===== src/isaPkg.sv =====
`default_nettype none

package isaPkg;

    localparam int WORD_BITS = 32;
    localparam int REG_BITS  = 4;
    localparam int IMM_BITS  = 12;
    localparam int VEC_BITS  = 5;

    typedef logic [WORD_BITS-1:0] wordT;    // Data and address word
    typedef logic [REG_BITS-1:0]  regIdxT;  // 0 reads as zero, 15 is the PC
    typedef logic [IMM_BITS-1:0]  immT;
    typedef logic [VEC_BITS-1:0]  vecT;     // Throw vector number

    localparam regIdxT ZERO_IDX = 4'h0;
    localparam regIdxT PC_IDX   = 4'hf;

    typedef enum logic [3:0] {
        opOr, opAnd, opAdd, opMul, opRsvd, opShl, opLt, opEq,
        opGe, opAndn, opXor, opSub, opXnor, opShr, opNe, opSra
    } opT;

    typedef enum logic [1:0] {
        kindXyi,    // A=X B=Y C=I
        kindXiy,    // A=X B=I C=Y
        kindIxy,    // A=I B=X C=Y
        kindThrow
    } kindT;

    // Instruction word, high bits first
    typedef struct packed {
        kindT   kind;
        logic   storing;
        logic   derefRhs;
        regIdxT z;
        regIdxT x;
        regIdxT y;
        opT     op;
        immT    imm;
    } insnT;

    typedef struct packed {
        regIdxT z;
        regIdxT x;
        regIdxT y;
        opT     op;
        kindT   kind;
        wordT   imm;        // Sign-extended
        logic   storing;
        logic   derefRhs;
        logic   throw;
        logic   branch;
        vecT    vector;
    } decodedT;

endpackage

`default_nettype wire

===== src/sysPkg.sv =====
`default_nettype none

package sysPkg;

    import isaPkg::*;

    // Memory map
    localparam wordT RESET_VECTOR = 32'h0000_0000;
    localparam wordT VECTOR_ADDR  = 32'h0000_0040;  // Throw vector table
    localparam wordT TRAMP_BOTTOM = 32'h0000_0060;  // Trap trampoline entry
    localparam wordT TRAP_ADDR    = 32'h0000_007f;  // Return address slot

    localparam int MEM_WORDS     = 128;
    localparam int MEM_ADDR_BITS = $clog2(MEM_WORDS);

    typedef logic [MEM_ADDR_BITS-1:0] memIdxT;

    typedef enum logic [3:0] {
        idle,
        s0, s1, s2, s3, s4, s5, s6,
        throwE, trapF, vecR, saveT, jumpW
    } coreStateT;

endpackage

`default_nettype wire


===== src/cpuCore.sv =====
`timescale 1ns/10ps
`default_nettype none

module cpuCore
    import isaPkg::*, sysPkg::*;
(
    input  wire       clk,
    input  wire       reset_n,
    input  wire       trap,
    input  wire       halt,
    output wordT      iAddr,
    input  wire wordT iData,
    output logic      strobe,
    output logic      memWrite,
    output wordT      dAddr,
    output wordT      dOut,
    input  wire wordT dIn
);

    coreStateT state;
    coreStateT stateNext;
    insnT      insn;        // Current instruction
    decodedT   dec;
    wordT      aluReg;      // ALU result, later the saved return address
    wordT      loadData;
    wordT      nextPc;
    wordT      vecAddr;     // Target of a pending trap or throw
    wordT      aluOut;
    wordT      valX;
    wordT      valY;
    wordT      valZ;
    wordT      nextZ;
    logic      regWrite;

    always_comb begin
        case (state)
            idle:    stateNext = halt ? idle : s5;
            s0: begin
                if (halt)
                    stateNext = idle;
                else if (trap)
                    stateNext = trapF;
                else if (dec.throw)
                    stateNext = throwE;
                else
                    stateNext = s1;
            end
            s1:      stateNext = s2;
            s2:      stateNext = s3;    // Slack for the multiplier
            s3:      stateNext = s4;
            s4:      stateNext = s5;
            s5:      stateNext = s6;
            s6:      stateNext = s0;
            throwE:  stateNext = vecR;
            trapF:   stateNext = saveT;
            vecR:    stateNext = saveT;
            saveT:   stateNext = jumpW;
            jumpW:   stateNext = s5;
            default: stateNext = idle;
        endcase
    end

    always_ff @(posedge clk) begin
        if (!reset_n)
            state <= idle;
        else
            state <= stateNext;
    end

    always_ff @(posedge clk) begin
        case (state)
            idle:    iAddr    <= RESET_VECTOR;
            s1:      aluReg   <= aluOut;
            s3:      loadData <= dIn;
            s4:      iAddr    <= dec.branch ? nextZ : nextPc;
            s5:      nextPc   <= iAddr + 1;
            s6:      insn     <= iData;     // Fetch data lands one cycle after s5
            trapF:   vecAddr  <= TRAMP_BOTTOM;
            vecR:    vecAddr  <= dIn;
            saveT:   aluReg   <= iAddr;     // Address of the interrupted instruction
            jumpW:   iAddr    <= vecAddr;
            default: ;
        endcase
    end

    insnDecode u_insnDecode (
        .insn (insn),
        .dec  (dec)
    );

    execUnit u_execUnit (
        .clk    (clk),
        .en     (state == s0),
        .op     (dec.op),
        .kind   (dec.kind),
        .valX   (valX),
        .valY   (valY),
        .imm    (dec.imm),
        .result (aluOut)
    );

    // Memory controls
    always_comb begin
        strobe   = (state == s3 && (dec.storing || dec.derefRhs)) || state == jumpW;
        memWrite = (state == s3 && dec.storing) || state == jumpW;

        if (state == jumpW)
            dAddr = TRAP_ADDR;
        else if (state == throwE || state == vecR)
            dAddr = VECTOR_ADDR | wordT'(dec.vector);
        else if (dec.derefRhs)
            dAddr = aluReg;
        else
            dAddr = valZ;

        dOut = (dec.derefRhs && state != jumpW) ? valZ : aluReg;
    end

    assign nextZ    = dec.derefRhs ? loadData : aluReg;
    assign regWrite = state == s4 && !dec.storing && !dec.branch && dec.z != ZERO_IDX;

    regFile u_regFile (
        .clk       (clk),
        .writeEn   (regWrite),
        .writeIdx  (dec.z),
        .readIdxX  (dec.x),
        .readIdxY  (dec.y),
        .writeData (nextZ),
        .nextPc    (nextPc),
        .valZ      (valZ),
        .valX      (valX),
        .valY      (valY)
    );

    // Strobe is a single-cycle pulse in s3 or jumpW
    assert property (@(posedge clk) disable iff (!reset_n)
        strobe |-> state inside {s3, jumpW} ##1 !strobe)
        else $error("strobe outside s3 and jumpW");

endmodule

`default_nettype wire


===== src/execUnit.sv =====
`timescale 1ns/10ps
`default_nettype none

module execUnit
    import isaPkg::*;
(
    input  wire       clk,
    input  wire       en,
    input  wire opT   op,
    input  wire kindT kind,
    input  wire wordT valX,
    input  wire wordT valY,
    input  wire wordT imm,
    output wordT      result
);

    logic signed [WORD_BITS-1:0] a;
    logic signed [WORD_BITS-1:0] b;
    logic signed [WORD_BITS-1:0] c;
    wordT                        opResult;

    // Operand shuffle
    always_comb begin
        case (kind)
            kindXiy: begin
                a = valX;
                b = imm;
                c = valY;
            end
            kindIxy: begin
                a = imm;
                b = valX;
                c = valY;
            end
            default: begin      // xyi, throw result is discarded
                a = valX;
                b = valY;
                c = imm;
            end
        endcase
    end

    always_comb begin
        case (op)
            opOr:    opResult = a | b;
            opAnd:   opResult = a & b;
            opAdd:   opResult = a + b;
            opMul:   opResult = a * b;
            opShl:   opResult = a << b;
            opLt:    opResult = {WORD_BITS{a < b}};     // All ones when true
            opEq:    opResult = {WORD_BITS{a == b}};
            opGe:    opResult = {WORD_BITS{a >= b}};
            opAndn:  opResult = a & ~b;
            opXor:   opResult = a ^ b;
            opSub:   opResult = a - b;
            opXnor:  opResult = a ~^ b;
            opShr:   opResult = a >> b;
            opNe:    opResult = {WORD_BITS{a != b}};
            opSra:   opResult = a >>> b;
            default: opResult = 'x;                     // Reserved opcode
        endcase
    end

    always_ff @(posedge clk) begin
        if (en)
            result <= opResult + c;
    end

endmodule

`default_nettype wire


===== src/insnDecode.sv =====
`timescale 1ns/10ps
`default_nettype none

module insnDecode
    import isaPkg::*;
(
    input  wire insnT insn,
    output decodedT   dec
);

    always_comb begin
        dec.z        = insn.z;
        dec.x        = insn.x;
        dec.y        = insn.y;
        dec.op       = insn.op;
        dec.kind     = insn.kind;
        dec.storing  = insn.storing;
        dec.derefRhs = insn.derefRhs;

        dec.imm = {{(WORD_BITS-IMM_BITS){insn.imm[IMM_BITS-1]}}, insn.imm};

        // Kind three never reaches the ALU result path
        dec.throw = (insn.kind == kindThrow);

        // Writing the PC without a store is a jump
        dec.branch = (insn.z == PC_IDX) && !insn.storing;

        dec.vector = insn[VEC_BITS-1:0];    // Shares bits with the immediate
    end

endmodule

`default_nettype wire


===== src/regFile.sv =====
`timescale 1ns/10ps
`default_nettype none

module regFile
    import isaPkg::*;
(
    input  wire         clk,
    input  wire         writeEn,
    input  wire regIdxT writeIdx,   // Also selects valZ
    input  wire regIdxT readIdxX,
    input  wire regIdxT readIdxY,
    input  wire wordT   writeData,
    input  wire wordT   nextPc,
    output wordT        valZ,
    output wordT        valX,
    output wordT        valY
);

    wordT regs [1:14];      // No storage behind r0 and the PC

    function automatic wordT readReg(regIdxT idx);
        if (idx == ZERO_IDX)
            return '0;
        if (idx == PC_IDX)
            return nextPc;
        return regs[idx];
    endfunction

    assign valZ = readReg(writeIdx);
    assign valX = readReg(readIdxX);
    assign valY = readReg(readIdxY);

    always_ff @(posedge clk) begin
        if (writeEn && writeIdx != ZERO_IDX && writeIdx != PC_IDX)
            regs[writeIdx] <= writeData;
    end

    // The core filters r0 destinations before requesting a commit
    assert property (@(posedge clk) writeEn |-> writeIdx != ZERO_IDX)
        else $error("commit requested for register 0");

endmodule

`default_nettype wire


===== config.mk =====
export PLATFORM = sky130hd
export DESIGN_NAME = cpuCore
export DESIGN_NICKNAME = d
export VERILOG_FILES = /design/src/isaPkg.sv /design/src/sysPkg.sv /design/src/cpuCore.sv /design/src/execUnit.sv /design/src/insnDecode.sv /design/src/regFile.sv
export SDC_FILE = /design/constraint.sdc
export NUM_CORES = 2
export LEC_CHECK = 0
export BUFFER_PORTS_ARGS = -buffer_cell sky130_fd_sc_hd__buf_2
export CAP_MARGIN = 20
export CORE_ASPECT_RATIO = 1.4
export CORE_MARGIN = 5
export CORE_UTILIZATION = 40
export CTS_BUF_LIST = sky130_fd_sc_hd__clkbuf_4 sky130_fd_sc_hd__clkbuf_8 sky130_fd_sc_hd__clkbuf_16
export CTS_CLUSTER_DIAMETER = 50
export DETAILED_ROUTE_END_ITERATION = 10
export PLACE_DENSITY_LB_ADDON = 0.15
export SYNTH_ARGS = -nofsm -noshare
export SYNTH_HDL_FRONTEND = slang
export SYNTH_HIERARCHICAL = 1
export SYNTH_SLANG_ARGS = --single-unit

===== constraint.sdc =====
create_clock -name clk -period 18.7 [get_ports clk]
set_input_delay 1.87 -clock clk [delete_from_list [all_inputs] [get_ports clk]]
set_output_delay 1.87 -clock clk [all_outputs]
set_load 0.02 [all_outputs]

### Word-level counts from Yosys, hierarchy flattened

Memory sizes are Yosys's and may differ from the RTL's. A register that Yosys moved wholly into a read port is not among the register bits.
Cells that the tools add are included.

* input port bits: 68
* bits in registers: 228
* memory bits (writable): 448
* memories: 1
* word-level logic and storage cells: 139

Memory list
* u_regFile.regs: depth 14, bits a word 32, rd ports 3, clocked after Yosys merged registers in 3, write ports 1, line regFile.sv:19 `wordT regs [1:14];`

* reductions and logical operators: 27
* $mul: 1
* mux-type cells: 44
* $add $sub $neg: 4
* magnitude comparators: 2
* shift operators: 3
* eq/ne operators: 36
* bitwise gates (word level): 6

Operators with widths (count)
* 32-bit 2-to-1 mux: 20
* 32-bit one-hot mux with 15 select lines: 1
* 32-bit one-hot mux with 2 select lines: 3
* 32-bit one-hot mux with 3 select lines: 1
* 32-bit adder: 2
* 32-bit AND: 2
* 4-bit equality test (second input constant): 16
* 4-bit one-hot mux with 11 select lines: 1
* 32-bit by 1-bit adder with 32-bit output (second input constant): 1
* 32-bit equality test: 1
* 32-bit >= comparator: 1
* 32-bit less-than comparator: 1
* 32-bit by 32-bit multiplier with 32-bit output: 1
* 32-bit inequality test: 1
* 32-bit NOT: 1
* 32-bit OR: 1
* 32-bit by 32-bit << shifter with 32-bit output: 1
* 32-bit by 32-bit right shift with 32-bit output: 1
* 32-bit by 32-bit >>> shifter with 32-bit output: 1
* 32-bit subtractor: 1
* 32-bit bitwise XNOR: 1
* 32-bit bitwise XOR: 1
* 4-bit by 3-bit equality test with 1-bit output (second input constant): 7
* 4-bit 2-to-1 mux: 6
* 15 further kinds: 50

### Logic depth before layout (Yosys ltp)

* word-level depth: 10
* depth in mapped cells: 52
* gate-level depth less buffers: 42

### By module

Netlist, hierarchy kept.

Modules (own cells, without submodules)
* execUnit: area each 29545.8 um^2, cells an instance 3804, times used 1
* regFile: area each 26061.2 um^2, cells an instance 2036, times used 1
* cpuCore: area each 9303.9 um^2, cells an instance 681, times used 1
* insnDecode: area each 450.4 um^2, cells an instance 60, times used 1

### Worst setup path before layout

No wires, ideal clock.

* path kind: reg2reg
* start: register, netlist name insn[20]
* end: register u_execUnit.result[30], data pin
* path buffers: 10
* path slack: 7361 ps
* cell stages (with the launch flop): 48
* clock period less this slack: 11339 ps
* data required time: 18428 ps
* library setup time: 272 ps
* data arrival time: 11067 ps
* path through: edfxtp_1 -> buf_4 -> buf_2 -> buf_4 -> buf_4 -> nand3b_1 -> buf_2 -> o22ai_1 -> a221oi_1 -> a21oi_1 -> a221oi_1 -> or2_2 -> clkbuf_1 -> buf_1 -> clkbuf_1 -> buf_1 -> clkbuf_1 -> nor2_1 -> [12 not listed] -> ha_1 -> a21oi_1 -> o21a_1 -> o21ai_0 -> a21oi_1 -> xnor2_1 -> a2111oi_0 -> a22oi_1 -> ha_1 -> a2111oi_0 -> nand3_1 -> inv_1 -> a211oi_1 -> o221a_2 -> a41o_1 -> or4_1 -> nand2_1 -> o211ai_1

* longest elaborated chain between the ends: 10
* elaborated cells between the ends (all ways): 28

Ends and longest elaborated chain
* 4-bit equality test: line regFile.sv:24 `if (idx == PC_IDX)`
* 1-bit 2-to-1 mux (2 in series): line regFile.sv:24
* 32-bit 2-to-1 mux: line regFile.sv:26 `return regs[idx];`
* 32-bit 2-to-1 mux *: line regFile.sv:24
* named net valX[3]: line cpuCore.sv:29 `wordT valX;`
* branches (longest 3 deep; another with 32-bit by 32-bit multiplier with 32-bit output)
* 32-bit one-hot mux with 15 select lines *: line execUnit.sv:44 `case (op)`
* 32-bit adder *: line execUnit.sv:66 `result <= opResult + c;`
* to (signal assigned): line execUnit.sv:66
* to (decl): line execUnit.sv:14 `output wordT result`

Mark *: on every way through the listed nets, which the timed path passes. The select of a mux whose other input is x is not followed.
A chain may end at the register's enable or synchronous reset.

### Worst setup path in the final report

* start: register, netlist name insn[21]
* end: register u_execUnit.result[30], data pin

* longest elaborated chain between the ends: 10
* elaborated cells between the ends (all ways): 28

Ends and longest elaborated chain (line)
* 4-bit equality test: regFile.sv:24
* 1-bit 2-to-1 mux (2 in series): regFile.sv:24
* 32-bit 2-to-1 mux: regFile.sv:26
* 32-bit 2-to-1 mux *: regFile.sv:24
* named net valX[1]: cpuCore.sv:29
* branches (longest 3 deep; another with 32-bit by 32-bit multiplier with 32-bit output)
* 32-bit one-hot mux with 15 select lines *: execUnit.sv:44
* 32-bit adder *: execUnit.sv:66

Marks and branches as above.

==> parameters.txt <==
Parameter                              Value

Floorplanning
  Floorplan Core Area ... 162000 um^2
  Die area ... 172000 um^2
  Initial core utilization ... 40.2%
  Row Count ... 175
  Top-level port count ... 166
  DIE WIDTH ... 352 um
  Height of the die ... 488 um

STA
  Total count of hold-check failures in the final report ... 0
  Setup repair after global routing missed its margin ... false
  Fin Setup TNS ... 0 ns
  Pins over their slew limit ... 0
  Slew margin rel. ... 17.7%
  Clock Skews ... 0.0335 ns
  Final period demand of the worst path ... 14.01 ns
  Worst Max-Slew Pin Slew ... 1.23 ns
  Final Cycle Share ... 74.9%
  Timing-limited maximum frequency ... 0.0714 GHz
  Number of endpoints failing setup at the final stage ... 0

Synth
  Synth area leader ... sky130_fd_sc_hd__edfxtp_1
  Area share of the largest cell type after synthesis ... 30.9%
  Library cells used by synthesis ... 109
  Leading post-synthesis cells by instance count ... 672 x sky130_fd_sc_hd__edfxtp_1, 640 x sky130_fd_sc_hd__nor2_1, 530 x sky130_fd_sc_hd__inv_1
  Number of nets in the synthesized netlist ... 7339
  Synth Warn # ... 6
  Mean instance size in the synthesized netlist ... 9.93 um^2
  Cells after Synth ... 6581
  FFs w/ async S/R, synth ... 0%
  Number of flip-flops and latches in the synthesized netlist ... 676
  Number of enable-type register cells in the synthesized netlist ... 672
  Most used standard cell by instance count after synthesis ... sky130_fd_sc_hd__edfxtp_1
  Post-Synthesis Cell Area ... 65400 um^2
  Synth area leaders ... sky130_fd_sc_hd__edfxtp_1 31%, sky130_fd_sc_hd__fa_1 13%, sky130_fd_sc_hd__mux2i_1 7.4%
  Synth Flop Type ... sky130_fd_sc_hd__edfxtp_1
  Share of the yosys chip area belonging to registers ... 31.0%

Critical path
  Logic depth of the worst register-to-register path ... 39
  Destination of the worst register-to-register timing path ... u_execUnit/result[30]$_DFFE_PP_
  Data arrival time of the critical path ... 14.42 ns
  Type of element launching the critical path ... register
  Standard cell with the maximum stage delay on the critical path ... sky130_fd_sc_hd__clkinv_2
  Worst setup path category ... reg -> reg
  Type of element capturing the critical path ... register
  Internal reg-to-reg setup slack ... 4.69 ns
  Most prevalent standard cell on the critical path ... sky130_fd_sc_hd__fa_1
  Top fanout value on the critical path ... 124
  Delay of the slowest cell on the worst path ... 0.60 ns
  Start of the worst register-to-register path ... insn[21]$_DFFE_PP_
  Data required, critical path ... 19.11 ns

Clocking
  Post CTS Setup Buffer Count ... 0
  CTS tree ... done
  Clock latency on the worst-skew pair ... 0.70 ns
  Deepest level of the CTS H-tree ... 3
  Num Clock Sinks ... 676
  Clock-pin slew of the registers on the worst-case setup and hold paths ... 0.06 ns
  PostCTS Resize Cnt ... 0
  Library cell used as clock root buffer ... sky130_fd_sc_hd__clkbuf_16
  Maximum buffer depth of the clock tree ... 3
  Inserted Clock Buffers ... 77
  Quantity of hold-fixing buffers added after cts ... 0

Detailed routing
  Total vias in the final route ... 56842
  Met2 routed WL ... 156000 um
  Met1 wire length ... 110000 um
  Remaining antenna violation count after routing ... 0
  Total DRC errors in the routed layout ... 0
  Post-detailed-routing wire length ... 324000 um
  Detailed-router iteration count before antenna repair ... 6
  Starting DRT DRC Count ... 5882
  DR WL met3 ... 23800 um
  Wire length per cell ... 37.3 um
  Top metal layer carrying routed signals ... met5
  Number of vias per cell after detailed routing ... 6.54

Global route
  Global-route wire length before repair ... 446000 um
  All-layer global routing usage ... 36.9%
  Via count of the first global-routing pass ... 57320
  Maximum number of pins on one net before global-route repair ... 126
  Antenna violations before repair ... 15
  Overflow left after global routing ... 0

Min path
  Origin of the worst min-delay path ... u_execUnit/result[0]$_DFFE_PP_
  Hold-critical path depth ... 2
  Hold worst-path end ... aluReg[0]$_DFFE_PP_
  Type of the worst min-delay path ... reg -> reg

Place
  Routability cong. ... 1.04
  Port Buf Inserts ... 165
  Detailed placement HPWL ... 239000 um

Finish
  Net total in the final layout ... 7250
  Filler cells ... 15824
  Fraction of layout instances using a drive strength above 1 ... 13.8%
  Layout Area Growth over Synthesis ... 8.24%

Run
  Number of max-capacitance violations reported ... 0

Run status
  Status ... complete, no violations
## critical path, delay by kind of cell, from the launching register on
family                     cells  cell delay, ns
adders and majority gates     10            4.70
buffers and inverters          7            2.94
AOI/OAI and AO/OA             12            2.89
and+or+nand+nor                9            2.27
DFF                            1            0.37
muxes                          1            0.31
## flip-flops by register name, summed over array words and instances, names as in the netlist
| name | cells |
|---|---|
| aluReg | 32 |
| iAddr | 32 |
| insn | 32 |
| loadData | 32 |
| nextPc | 32 |
| state | 4 |
| u_execUnit/result | 32 |
| u_regFile/regs | 448 |
| vecAddr | 32 |
## layout make-up
class | count | area [um^2] | area share (%)
multi-input combinational | 4822 | 40800 | 57.6
sequential | 676 | 20300 | 28.6
tap | 2124 | 2660 | 3.76
timing repair buffer | 361 | 2390 | 3.38
inverter | 554 | 2080 | 2.94
clock buffer | 84 | 1980 | 2.80
clock inverter | 54 | 573 | 0.810
antenna | 14 | 35.0 | 0.0495
## stage by stage
step	hold WS, ns	setup slack (ns)	cell area (um^2)	instances	util, %
after CTS	0.527	4.96	70700	8673	43.5
after floorplan	0.496	7.36	65400	6581	-
after global placement	0.504	5.08	68100	8530	41.9
after detailed placement	0.510	5.02	68100	8535	41.9
final	0.524	4.69	70800	8689	43.5
after global routing	0.545	4.34	70700	8684	43.5
## placed cells by master, fill, tap and decap left out, types with 62 or more instances in the layout
cell and n:
sky130_fd_sc_hd__edfxtp_1 672, sky130_fd_sc_hd__nor2_1 621, sky130_fd_sc_hd__inv_1 525, sky130_fd_sc_hd__nand2_1 486, sky130_fd_sc_hd__mux2i_1 480, sky130_fd_sc_hd__fa_1 411
sky130_fd_sc_hd__o21ai_0 374, sky130_fd_sc_hd__ha_1 278, sky130_fd_sc_hd__a21oi_1 273, sky130_fd_sc_hd__buf_4 184, sky130_fd_sc_hd__mux2_2 174, sky130_fd_sc_hd__buf_2 166
sky130_fd_sc_hd__xnor2_1 148, sky130_fd_sc_hd__mux4_2 108, sky130_fd_sc_hd__o221ai_1 97, sky130_fd_sc_hd__nor3_1 90, sky130_fd_sc_hd__nand3_1 84, sky130_fd_sc_hd__o211ai_1 84
sky130_fd_sc_hd__clkbuf_16 77, sky130_fd_sc_hd__a221oi_1 73, sky130_fd_sc_hd__a211oi_1 71, sky130_fd_sc_hd__o22ai_1 62
## how the worst max path moves through the flow
stage | startpoint | to | depth (start not counted)
2_1_floorplan | insn[20]$_DFFE_PP_ | u_execUnit/result[30]$_DFFE_PP_ | 47
3_3_place_gp | insn[21]$_DFFE_PP_ | u_execUnit/result[29]$_DFFE_PP_ | 37
3_5_place_dp | insn[21]$_DFFE_PP_ | u_execUnit/result[30]$_DFFE_PP_ | 39
4_1_cts | insn[21]$_DFFE_PP_ | u_execUnit/result[30]$_DFFE_PP_ | 39
5_1_grt | insn[21]$_DFFE_PP_ | u_execUnit/result[30]$_DFFE_PP_ | 39
6_report | insn[21]$_DFFE_PP_ | u_execUnit/result[30]$_DFFE_PP_ | 39
## logic make-up after synthesis
| logic type | after synthesis | synth area share [%] |
|---|---|---|
| fa+ha+maj | 690 | 17.9 |
| flops | 676 | 31.0 |
| xor+xnor | 183 | 2.58 |
| simple gates | 1624 | 11.1 |
| compound gates | 1552 | 16.0 |
| buf+inv | 1083 | 7.05 |
| mux | 773 | 14.3 |
## metal layers
layer / global-route usage, % / vias to the layer above
li1: - / 23622
met1: 39.6 / 28879
met2: 62.1 / 3188
met3: 6.98 / 1151
met4: 32.0 / 2
met5: 0 / -
Power is not shown: default switching activity piles up to over one toggle a cycle in this logic, so the estimate is an artifact.
